--- config.mk ---
export PLATFORM = sky130hd
export DESIGN_NAME = noc_injection_top
export DESIGN_NICKNAME = d
export VERILOG_FILES = /design/src/logic/noc_pkg.sv /design/src/logic/noc_injection_top.sv /design/src/logic/packet_assembler.sv /design/src/logic/flit_arbiter.sv /design/src/logic/packet_splitter.sv
export SDC_FILE = /design/constraint.sdc
export NUM_CORES = 2
export LEC_CHECK = 0
export BUFFER_PORTS_ARGS = -buffer_cell sky130_fd_sc_hd__buf_2
export CAP_MARGIN = 5
export CORE_ASPECT_RATIO = 1.5
export CORE_MARGIN = 3
export CORE_UTILIZATION = 45
export CTS_CLUSTER_DIAMETER = 80
export DETAILED_ROUTE_END_ITERATION = 16
export GPL_TIMING_DRIVEN = 0
export PLACE_DENSITY = 0.71
export RECOVER_POWER = 50
export SYNTH_ARGS = -nofsm -noshare
export SYNTH_HDL_FRONTEND = slang
export SYNTH_SLANG_ARGS = --single-unit
--- constraint.sdc ---
create_clock -name clk -period 9 [get_ports clk]
set_clock_uncertainty 0.2 [all_clocks]
set_input_delay 0.45 -clock clk [delete_from_list [all_inputs] [get_ports clk]]
set_output_delay 0.45 -clock clk [all_outputs]
set_load 0.01 [all_outputs]
--- src/logic/noc_pkg.sv ---
package noc_pkg;

    // Mesh and slice sizes
    localparam int NODE_COUNT       = 9;
    localparam int MESH_DIM         = 3;
    localparam int SRC_COUNT        = 3;
    localparam int QUEUE_DEPTH      = 4;
    localparam int FLITS_PER_PACKET = 4;

    localparam int NODE_W    = 4;
    localparam int COORD_W   = 4;
    localparam int PAYLOAD_W = 17;
    localparam int PACKET_W  = PAYLOAD_W * FLITS_PER_PACKET;
    localparam int ID_W      = 5;
    localparam int IDX_W     = 2;
    localparam int FLIT_W    = COORD_W + PAYLOAD_W + ID_W + NODE_W + IDX_W;

    localparam int SRC_W  = $clog2(SRC_COUNT);
    localparam int QPTR_W = $clog2(QUEUE_DEPTH);

    typedef logic [NODE_W-1:0]    node_id_t;
    typedef logic [COORD_W-1:0]   coord_t;
    typedef logic [PACKET_W-1:0]  packet_t;
    typedef logic [PAYLOAD_W-1:0] payload_t;
    typedef logic [ID_W-1:0]      packet_id_t;
    typedef logic [IDX_W-1:0]     flit_idx_t;
    typedef logic [FLIT_W-1:0]    flit_t;

    // Flit field positions, coordinate at the top
    localparam int FLIT_IDX_LSB     = 0;
    localparam int FLIT_SRC_LSB     = FLIT_IDX_LSB + IDX_W;
    localparam int FLIT_ID_LSB      = FLIT_SRC_LSB + NODE_W;
    localparam int FLIT_PAYLOAD_LSB = FLIT_ID_LSB + ID_W;
    localparam int FLIT_COORD_LSB   = FLIT_PAYLOAD_LSB + PAYLOAD_W;

    localparam flit_idx_t LAST_FLIT = flit_idx_t'(FLITS_PER_PACKET - 1);

endpackage
--- src/logic/noc_injection_top.sv ---
`timescale 1ns/1ns

module noc_injection_top import noc_pkg::*; (
    input  logic                       clk,
    input  logic                       rst_n,
    input  logic [SRC_COUNT-1:0]       packet_valid,
    input  packet_t [SRC_COUNT-1:0]    packet_data,
    input  node_id_t [SRC_COUNT-1:0]   packet_dest,
    input  packet_id_t [SRC_COUNT-1:0] packet_id,
    output logic [SRC_COUNT-1:0]       full,
    output logic                       deliver_valid,
    output packet_t                    deliver_data,
    output node_id_t                   deliver_src,
    output coord_t                     deliver_dest,
    output packet_id_t                 deliver_id
);

    logic [SRC_COUNT-1:0]  flit_valid;
    logic [SRC_COUNT-1:0]  take;
    flit_t [SRC_COUNT-1:0] flit;
    logic                  link_valid;
    flit_t                 link_flit;

    // Source s injects as node s
    for (genvar s = 0; s < SRC_COUNT; s++) begin : g_src
        packet_splitter splitter_inst (
            .clk          (clk),
            .rst_n        (rst_n),
            .node_id      (node_id_t'(s)),
            .packet_valid (packet_valid[s]),
            .packet_data  (packet_data[s]),
            .packet_dest  (packet_dest[s]),
            .packet_id    (packet_id[s]),
            .full         (full[s]),
            .flit_valid   (flit_valid[s]),
            .flit         (flit[s]),
            .take         (take[s])
        );
    end

    flit_arbiter arbiter_inst (
        .clk        (clk),
        .rst_n      (rst_n),
        .flit_valid (flit_valid),
        .flit       (flit),
        .take       (take),
        .link_valid (link_valid),
        .link_flit  (link_flit)
    );

    packet_assembler assembler_inst (
        .clk           (clk),
        .rst_n         (rst_n),
        .link_valid    (link_valid),
        .link_flit     (link_flit),
        .deliver_valid (deliver_valid),
        .deliver_data  (deliver_data),
        .deliver_src   (deliver_src),
        .deliver_dest  (deliver_dest),
        .deliver_id    (deliver_id)
    );

endmodule

--- src/logic/packet_assembler.sv ---
`timescale 1ns/1ns

module packet_assembler import noc_pkg::*; (
    input  logic       clk,
    input  logic       rst_n,
    input  logic       link_valid,
    input  flit_t      link_flit,
    output logic       deliver_valid,
    output packet_t    deliver_data,
    output node_id_t   deliver_src,
    output coord_t     deliver_dest,
    output packet_id_t deliver_id
);

    // One partial packet per source
    packet_t slot [SRC_COUNT];

    coord_t           link_coord;
    payload_t         link_payload;
    packet_id_t       link_id;
    node_id_t         link_src;
    flit_idx_t        link_idx;
    logic [SRC_W-1:0] slot_sel;
    logic             last_flit;
    packet_t          merged;

    // Unpack the flit fields
    assign link_coord   = link_flit[FLIT_COORD_LSB +: COORD_W];
    assign link_payload = link_flit[FLIT_PAYLOAD_LSB +: PAYLOAD_W];
    assign link_id      = link_flit[FLIT_ID_LSB +: ID_W];
    assign link_src     = link_flit[FLIT_SRC_LSB +: NODE_W];
    assign link_idx     = link_flit[FLIT_IDX_LSB +: IDX_W];

    assign slot_sel  = link_src[SRC_W-1:0];
    assign last_flit = link_valid && (link_idx == LAST_FLIT);

    // Slot contents with the arriving slice in place
    always_comb begin
        merged = slot[slot_sel];
        merged[(FLITS_PER_PACKET - 1 - int'(link_idx)) * PAYLOAD_W +: PAYLOAD_W] =
            link_payload;
    end

    always_ff @(posedge clk) begin
        if (link_valid) begin
            slot[slot_sel] <= merged;
        end
    end

    always_ff @(posedge clk or negedge rst_n) begin
        if (!rst_n) begin
            deliver_valid <= 1'b0;
        end else begin
            deliver_valid <= last_flit;
        end
    end

    // Header fields come from the last flit
    always_ff @(posedge clk) begin
        if (last_flit) begin
            deliver_data <= merged;
            deliver_src  <= link_src;
            deliver_dest <= link_coord;
            deliver_id   <= link_id;
        end
    end

endmodule

--- src/logic/flit_arbiter.sv ---
`timescale 1ns/1ns

module flit_arbiter import noc_pkg::*; (
    input  logic                  clk,
    input  logic                  rst_n,
    input  logic [SRC_COUNT-1:0]  flit_valid,
    input  flit_t [SRC_COUNT-1:0] flit,
    output logic [SRC_COUNT-1:0]  take,
    output logic                  link_valid,
    output flit_t                 link_flit
);

    logic [SRC_W-1:0] rr_ptr;
    logic [SRC_W-1:0] grant;
    logic             found;

    // Scan from the pointer, first requester wins
    always_comb begin
        int cand;
        found = 1'b0;
        grant = rr_ptr;
        cand  = 0;
        for (int i = 0; i < SRC_COUNT; i++) begin
            cand = (int'(rr_ptr) + i) % SRC_COUNT;
            if (!found && flit_valid[cand]) begin
                found = 1'b1;
                grant = SRC_W'(cand);
            end
        end
    end

    always_comb begin
        take        = '0;
        take[grant] = found;
    end

    always_ff @(posedge clk or negedge rst_n) begin
        if (!rst_n) begin
            rr_ptr     <= '0;
            link_valid <= 1'b0;
        end else begin
            link_valid <= found;
            if (found) begin
                // Next search starts just past the winner
                if (grant == SRC_W'(SRC_COUNT - 1)) begin
                    rr_ptr <= '0;
                end else begin
                    rr_ptr <= grant + 1'b1;
                end
            end
        end
    end

    always_ff @(posedge clk) begin
        if (found) begin
            link_flit <= flit[grant];
        end
    end

endmodule

--- src/logic/packet_splitter.sv ---
`timescale 1ns/1ns

module packet_splitter import noc_pkg::*; (
    input  logic       clk,
    input  logic       rst_n,
    input  node_id_t   node_id,
    input  logic       packet_valid,
    input  packet_t    packet_data,
    input  node_id_t   packet_dest,
    input  packet_id_t packet_id,
    output logic       full,
    output logic       flit_valid,
    output flit_t      flit,
    input  logic       take
);

    packet_t    pay_q   [QUEUE_DEPTH];
    coord_t     coord_q [QUEUE_DEPTH];
    packet_id_t id_q    [QUEUE_DEPTH];

    logic [QPTR_W-1:0] head;
    logic [QPTR_W-1:0] tail;
    logic [QPTR_W:0]   count;
    flit_idx_t         flit_idx;
    coord_t            dest_coord;
    node_id_t          dest_col;
    node_id_t          dest_row;
    logic              push;
    logic              advance;
    logic              pop;

    // Flit 0 carries the top slice of the packet
    function automatic flit_t make_flit(logic [QPTR_W-1:0] slot, flit_idx_t idx);
        payload_t slice;
        slice = pay_q[slot][(FLITS_PER_PACKET - 1 - int'(idx)) * PAYLOAD_W +: PAYLOAD_W];
        return {coord_q[slot], slice, id_q[slot], node_id, idx};
    endfunction

    // 3x3 mesh: column in 3:2, row in 1:0
    always_comb begin
        dest_col = node_id_t'(packet_dest % MESH_DIM);
        dest_row = node_id_t'(packet_dest / MESH_DIM);
        if (packet_dest < NODE_COUNT) begin
            dest_coord = {dest_col[1:0], dest_row[1:0]};
        end else begin
            dest_coord = '1;
        end
    end

    assign full    = (count == QUEUE_DEPTH);
    assign push    = packet_valid && !full;
    assign advance = flit_valid && take;
    assign pop     = advance && (flit_idx == LAST_FLIT);

    always_ff @(posedge clk) begin
        if (push) begin
            pay_q[tail]   <= packet_data;
            coord_q[tail] <= dest_coord;
            id_q[tail]    <= packet_id;
        end
    end

    always_ff @(posedge clk or negedge rst_n) begin
        if (!rst_n) begin
            head  <= '0;
            tail  <= '0;
            count <= '0;
        end else begin
            if (push) begin
                tail <= tail + 1'b1;
            end
            if (pop) begin
                head <= head + 1'b1;
            end
            case ({push, pop})
                2'b10:   count <= count + 1'b1;
                2'b01:   count <= count - 1'b1;
                default: count <= count;
            endcase
        end
    end

    // Presented flit state
    always_ff @(posedge clk or negedge rst_n) begin
        if (!rst_n) begin
            flit_valid <= 1'b0;
            flit_idx   <= '0;
        end else if (advance) begin
            if (pop) begin
                flit_idx   <= '0;
                flit_valid <= (count > 1);
            end else begin
                flit_idx <= flit_idx + 1'b1;
            end
        end else if (!flit_valid && count != 0) begin
            flit_valid <= 1'b1;
        end
    end

    always_ff @(posedge clk) begin
        if (advance) begin
            if (pop) begin
                flit <= make_flit(head + 1'b1, '0);
            end else begin
                flit <= make_flit(head, flit_idx + 1'b1);
            end
        end else if (!flit_valid) begin
            flit <= make_flit(head, '0);
        end
    end

endmodule

# Word level (Yosys, flattened, before mapping)
# Memories as Yosys holds them, arrays and structs flattened. A register that Yosys moved wholly into a read port is not among the register bits.
# Index checks and enable logic that the tools add are counted.
[op_classes]
addsub = 23
order_cmp = 11
mux = 57
n_eq_ne = 20
mul = 4
reduce_logical = 36
n_bitwise = 1
shift = 5
div_mod_pow = 9
[op_table]
columns = ["cell", "n"]
rows = [
  ["$mux 32", 10],
  ["$shiftx 68x32->17", 3],
  ["$mul 32x6->32 const B", 4],
  ["$div 4x2->32 const B", 3],
  ["$lt 32x4->1 const B", 3],
  ["$mod 4x2->32 const B", 3],
  ["$bwmux 68", 1],
  ["$shift 17x33->68 const A", 1],
  ["$shiftx 17x33->68", 1],
  ["$bmux 32 s2", 1],
  ["$mod 32x3->32 const B", 2],
  ["$neg 32->33", 1],
  ["$mod 3x3->32 const B", 1],
  ["$mux 1", 27],
  ["$add 2x1->2 const B", 10],
  ["$pmux 3 s2", 3],
  ["$eq 2x2->1 const B", 8],
  ["$logic_and 1x1->1", 16],
  ["$mux 2", 8],
  ["$lt 4x4->1 const B", 3],
  ["$mux 4", 3],
  ["$ne 2x2->1 const B", 6],
  ["$reduce_bool 2->1", 6],
  ["$sub 2x2->3 const A", 4],
  ["15 further kinds", 38],
]
[totals]
output_inout_bits = 85
word_cells = 202
memories = 10
reg_bits = 243
inputBits = 236
ramBits = 1128
[mem_list]
columns = ["memory", "depth", "word_bits", "read_ports", "rd_ports_with_merged_regs", "write_ports", "line", "rtl"]
rows = [
  ["g_src[0].splitter_inst.pay_q", 4, 68, 2, 0, 1, "packet_splitter.sv:17", "packet_t pay_q [QUEUE_DEPTH];"],
  ["g_src[1].splitter_inst.pay_q", 4, 68, 2, 0, 1, "packet_splitter.sv:17", ""],
  ["g_src[2].splitter_inst.pay_q", 4, 68, 2, 0, 1, "packet_splitter.sv:17", ""],
  ["assembler_inst.slot", 3, 68, 1, 1, 1, "packet_assembler.sv:16", "packet_t slot [SRC_COUNT];"],
  ["g_src[0].splitter_inst.id_q", 4, 5, 2, 0, 1, "packet_splitter.sv:19", "packet_id_t id_q [QUEUE_DEPTH];"],
  ["g_src[1].splitter_inst.id_q", 4, 5, 2, 0, 1, "packet_splitter.sv:19", ""],
  ["4 more memories", "n/a", "n/a", "n/a", "n/a", "n/a", "n/a", ""],
]

# Logic depth before layout (Yosys ltp)
[logic_depth]
word_depth = 20
depth_mapped = 16
mapped_depth_nobuf = 13

# Cells and area by module
# A second synthesis with hierarchy kept.
[hier_totals]
hier_cells = 3159
area_unflattened_um2 = 56743.2
[modules_own_cells]
columns = ["module", "cells_each", "seq_area_each_um2", "instances", "area_per_inst_um2"]
rows = [
  ["packet_splitter at g_src[0].splitter_inst ...", 760, 10460.0, 2, 14377.5],
  ["packet_splitter at g_src[2].splitter_inst", 739, 10460.0, 1, 14337.5],
  ["packet_assembler", 732, 8583.2, 1, 11536.1],
  ["flit_arbiter", 166, 1036.0, 1, 2107.0],
  ["noc_injection_top", 2, 0.0, 1, 7.5],
]

# Worst setup path before layout
# Ideal clock, no wire load.
[synth_path]
path_kind = "reg-to-reg"
startpoint = "reg arbiter_inst.link_flit[2]"
endpoint = "mem assembler_inst.slot[0][0] (netlist bit) (enable)"
path_buffers = 0
stages_incl_launch_ff = 2
slack_ps = 2770
synth_period_minus_slack_ps = 6230
required_ps = 8208
arrival_ps = 5438
setup_time_ps = 592
cell_sequence = "edfxtp_1 -> nor3b_1"
[synth_lines]
columns = ["item", "line", "rtl"]
rows = [
  ["from (decl)", "flit_arbiter.sv:10", "output flit_t link_flit"],
  ["from (signal assigned)", "flit_arbiter.sv:56", "link_flit <= flit[grant];"],
  ["to (decl)", "packet_assembler.sv:16", ""],
]
# Straight into the memory's write port.

# Worst setup path after layout
[layout_path]
startpoint = "reg arbiter_inst.rr_ptr[0]"
endpoint = "reg g_src[2].splitter_inst.flit[25] (enable)"
[layout_via]
word_cells_on_any_way = 32
classes_between = "add/sub: 2; div: 3; order compare: 2; eq/ne: 1; mux: 17; bitwise: 1; reduce/logical: 6"
[layout_lines]
columns = ["item", "line", "rtl"]
rows = [
  ["from (decl)", "flit_arbiter.sv:13", "logic [SRC_W-1:0] rr_ptr;"],
  ["from (signal assigned)", "flit_arbiter.sv:48", "rr_ptr <= grant + 1'b1;"],
  ["branches (longest 10 deep; another with $mod 32x3->32)", "n/a", ""],
  ["$mux 1 (*)", "flit_arbiter.sv:25", "if (!found && flit_valid[cand]) begin"],
  ["named net arbiter_inst.found", "flit_arbiter.sv:15", "logic found;"],
  ["$and 3x3->3 (no line) (*)", "n/a", ""],
  ["$logic_and 1x1->1 (*)", "packet_splitter.sv:52", "assign advance = flit_valid && take;"],
  ["$ne 2x2->1 (no line) (*)", "n/a", ""],
  ["to (signal assigned)", "packet_splitter.sv:103", "flit <= make_flit(head + 1'b1, '0);"],
  ["to (signal assigned)", "packet_splitter.sv:105", "flit <= make_flit(head, flit_idx + 1'b1);"],
  ["to (signal assigned)", "packet_splitter.sv:108", "flit <= make_flit(head, '0);"],
  ["to (decl)", "packet_splitter.sv:13", "output flit_t flit,"],
]
# Mark *: on every way through the listed nets, which the timed path passes. The select of a mux whose other input is x is not followed.
# A chain may end at the register's enable or synchronous reset.

==> metrics.cfg <==
[status]
status = finished, violations left
violations = capacitance limit, slew limit

[sta]
setup_viol = 0
period_share_pct = 67.6
hold_viol_final = 0
setup_ws_ns = 2.91
drv_slew = 391
fmaxAchievable_ghz = 0.164
min_period_ns = 6.09
worst_slew_pin_slew_ns = 3.58
slew_headroom_pct = -138
grt_setup_unrepaired = no
tns_ns = 0

[clock_network]
cts.path.max_buffers = 3
cts_buffers = 120
post_cts_buffers = 0
cts_tree = built
htree_levels = 3
postCtsHoldBufs = 231
cts_root_buf = clkbuf_16
cts_sinks = 1357
clk_latency_ns = 0.75
ctsResizeCount = 0
clk_pin_slew_ns = 0.06

[drt]
route.detailed.drc = 0
avgViaCountPerCell = 5.69
via_count = 31000
routed_wl_mm = 138
first_iter_violations = 2935
drtPass1Iterations = 7
drt-wirelength-per-cell_um = 25.3
ant_nets = 0

[worst_hold_path]
min_from = packet_dest[0]
min_to = g_src[0].splitter_inst.coord_q[1][0]
holdPathStages = 3
hold_class = input pin to flop

[synth]
ys_top_cells_by_area = edfxtp_1 (70%), mux4_2 (13%), mux2i_1 (3.8%), dfrtp_1 (1.5%), nand2_1 (1.4%)
synth_top_area_cell = edfxtp_1
async_reset_ff_share_pct = 2.51
synth_commonest_cells = edfxtp_1 (1321), mux4_2 (323), nand2_1 (215)
synthFlopType = edfxtp_1
syn_area_per_cell_um2 = 18.6
synth_edf_count = 1321
yosysWarnings = 0
ys_seq_area_share_pct = 72.1
netlist_area_mm2 = 0.0563
syn_inst = 3026
synth_most_common_cell = edfxtp_1
synth_top_area_share_pct = 70.5
yosys.cell_types.count = 69
ys_seq_elements = 1357

[die]
rows = 158
core-area_mm2 = 0.124
io_pins = 321
die_h_um = 439
die-area_mm2 = 0.129
die_w_um = 295
initial_core_util_pct = 45.4

[critical_path]
cp_max_fo = 30
r2r_slack_ns = 2.91
r2r_end = g_src[2].splitter_inst.flit[25]
worstPathRequired_ns = 9.03
worstPathArrival_ns = 6.12
crit_type = flop to flop
end_kind = flop
start_kind = flop
rr_startpoint = arbiter_inst.rr_ptr[0]
rr_worst_depth = 13

[pwr]
peakVddDrop_mv = 0.211
p_leak_nw = 21.8
p_per_area_mw_per_mm2 = 367
finalPower_mw = 24.3

[global_route]
grt_max_degree = 58
grt-ovfl-total = 0
grt_pass1_vias = 31800
grt_pass1_wl_mm = 205
antenna_found_initial = 29
grt.total_usage_pct = 21.3

[cells_and_area]
drive_gt1_share_pct = 16.6
final_nets = 4007
final_util_pct = 53.4
syn2layout_area_growth_pct = 17.5

[place]
io_buffer_count = 318
post-dp-hpwl_mm = 92.9
gp_congestion = 0.876
place_ws_ns = 3.52

[job]
cap_violations = 12

==> where the power goes <==
part / total [mW] / switching (mW) / leakage, nW / internal (mW)
registers: 10.1 / 0.540 / 12.7 / 9.56
clock network: 5.08 / 2.28 / 1.89 / 2.80
logic: 9.13 / 5.68 / 7.20 / 3.45
total: 24.3 / 8.50 / 21.8 / 15.8
==> area by class of cell <==
cell class	count	area, µm²
Antenna cell	23	57.6
Fill cell	9665	57800
Clock inverter	68	609
Inverter	38	143
Timing Repair Buffer	573	3900
Clock buffer	161	3280
Tap cell	1600	2000
Buffer	197	882
Multi-Input combinational cell	1435	14700
Sequential cell	1357	40600
==> placed cells by master (no fill, tap or decap), types with 20 or more instances in the layout <==
| cell type | Yosys | layout |
|---|---|---|
| a21oi_1 | 80 | 80 |
| buf_1 | 32 | 32 |
| buf_2 | 42 | 57 |
| clkbuf_1 | 104 | 452 |
| clkbuf_16 | 0 | 123 |
| clkinv_1 | 2 | 28 |
| clkinv_2 | 0 | 20 |
| dfrtp_1 | 34 | 34 |
| diode_2 | 0 | 23 |
| dlygate4sd3_1 | 0 | 231 |
| edfxtp_1 | 1321 | 1321 |
| ha_1 | 49 | 49 |
| inv_1 | 36 | 35 |
| mux2i_1 | 214 | 214 |
| mux4_2 | 323 | 323 |
| nand2_1 | 215 | 215 |
| nand2b_1 | 26 | 26 |
| nor2_1 | 103 | 103 |
| nor3_1 | 25 | 25 |
| o21ai_0 | 126 | 126 |
| o22ai_1 | 64 | 64 |
==> worst max-delay path, stage by stage, from the launching register on <==
cell,delay [ns]
dfrtp_1,0.39
inv_1,0.09
ha_1,0.38
clkbuf_1,0.26
nor3_1,0.18
nor2_1,0.06
o211ai_1,0.37
clkinv_1,0.41
clkbuf_1,0.70
and3_1,0.49
nand2_1,0.18
clkbuf_1,0.37
clkbuf_1,0.63
nand2_1,0.84
==> metal layers <==
layer	global-route usage, %	part of all wire, %
met5	0	0.062
met1	26.8	37
met3	3.47	6.5
met4	8.05	4.0
met2	37.1	52
==> worst max path at each step <==
stage | startpoint | end | slack, ns | depth (start not counted)
floorplan | arbiter_inst.link_flit[2] | assembler_inst.slot[0][0] | 2.77 | 1
global placement | arbiter_inst.link_flit[2] | assembler_inst.slot[0][29] | -1.27 | 1
detailed placement | arbiter_inst.rr_ptr[0] | g_src[2].splitter_inst.flit[6] | 3.52 | 12
CTS | arbiter_inst.rr_ptr[0] | g_src[2].splitter_inst.flit[9] | 3.52 | 12
global route | arbiter_inst.rr_ptr[0] | g_src[2].splitter_inst.flit[23] | 2.45 | 13
finish | arbiter_inst.rr_ptr[0] | g_src[2].splitter_inst.flit[25] | 2.91 | 13
==> state kept, by name, summed over array words and instances, names as in the netlist, 9 cells and up, named ones only <==
register / cells
assembler_inst.slot: 204
g_src.splitter_inst.coord_q: 48
g_src.splitter_inst.pay_q: 816
g_src.splitter_inst.id_q: 60
assembler_inst.deliver_data: 68
g_src.splitter_inst.flit: 84
g_src.splitter_inst.count: 9
arbiter_inst.link_flit: 30
==> through the flow <==
stage / std cells / hold WS, ns / area, µm²
after floorplan: 3027 / -0.0456 / 56300
after global routing: 5439 / 0.0908 / 66100
after detailed placement: 4968 / 0.205 / 60400
after global placement: 4945 / 0.204 / 59900
after CTS: 5428 / 0.0216 / 66600
final: 5452 / 0.100 / 66200
==> cell families after synthesis <==
logic type               after synthesis  synth area share, %
other                                  1              0.00666
XOR/XNOR                              21                0.327
multiplexers                         559                 17.3
AO/OA/AOI/OAI                        340                 3.70
AND/OR/NAND/NOR                      463                 3.70
adder cells (fa/ha/maj)               50                 1.11
buffers and inverters                235                 1.83
flip-flops                          1357                 72.1
Note: power is estimated with default switching activity, not from simulation.
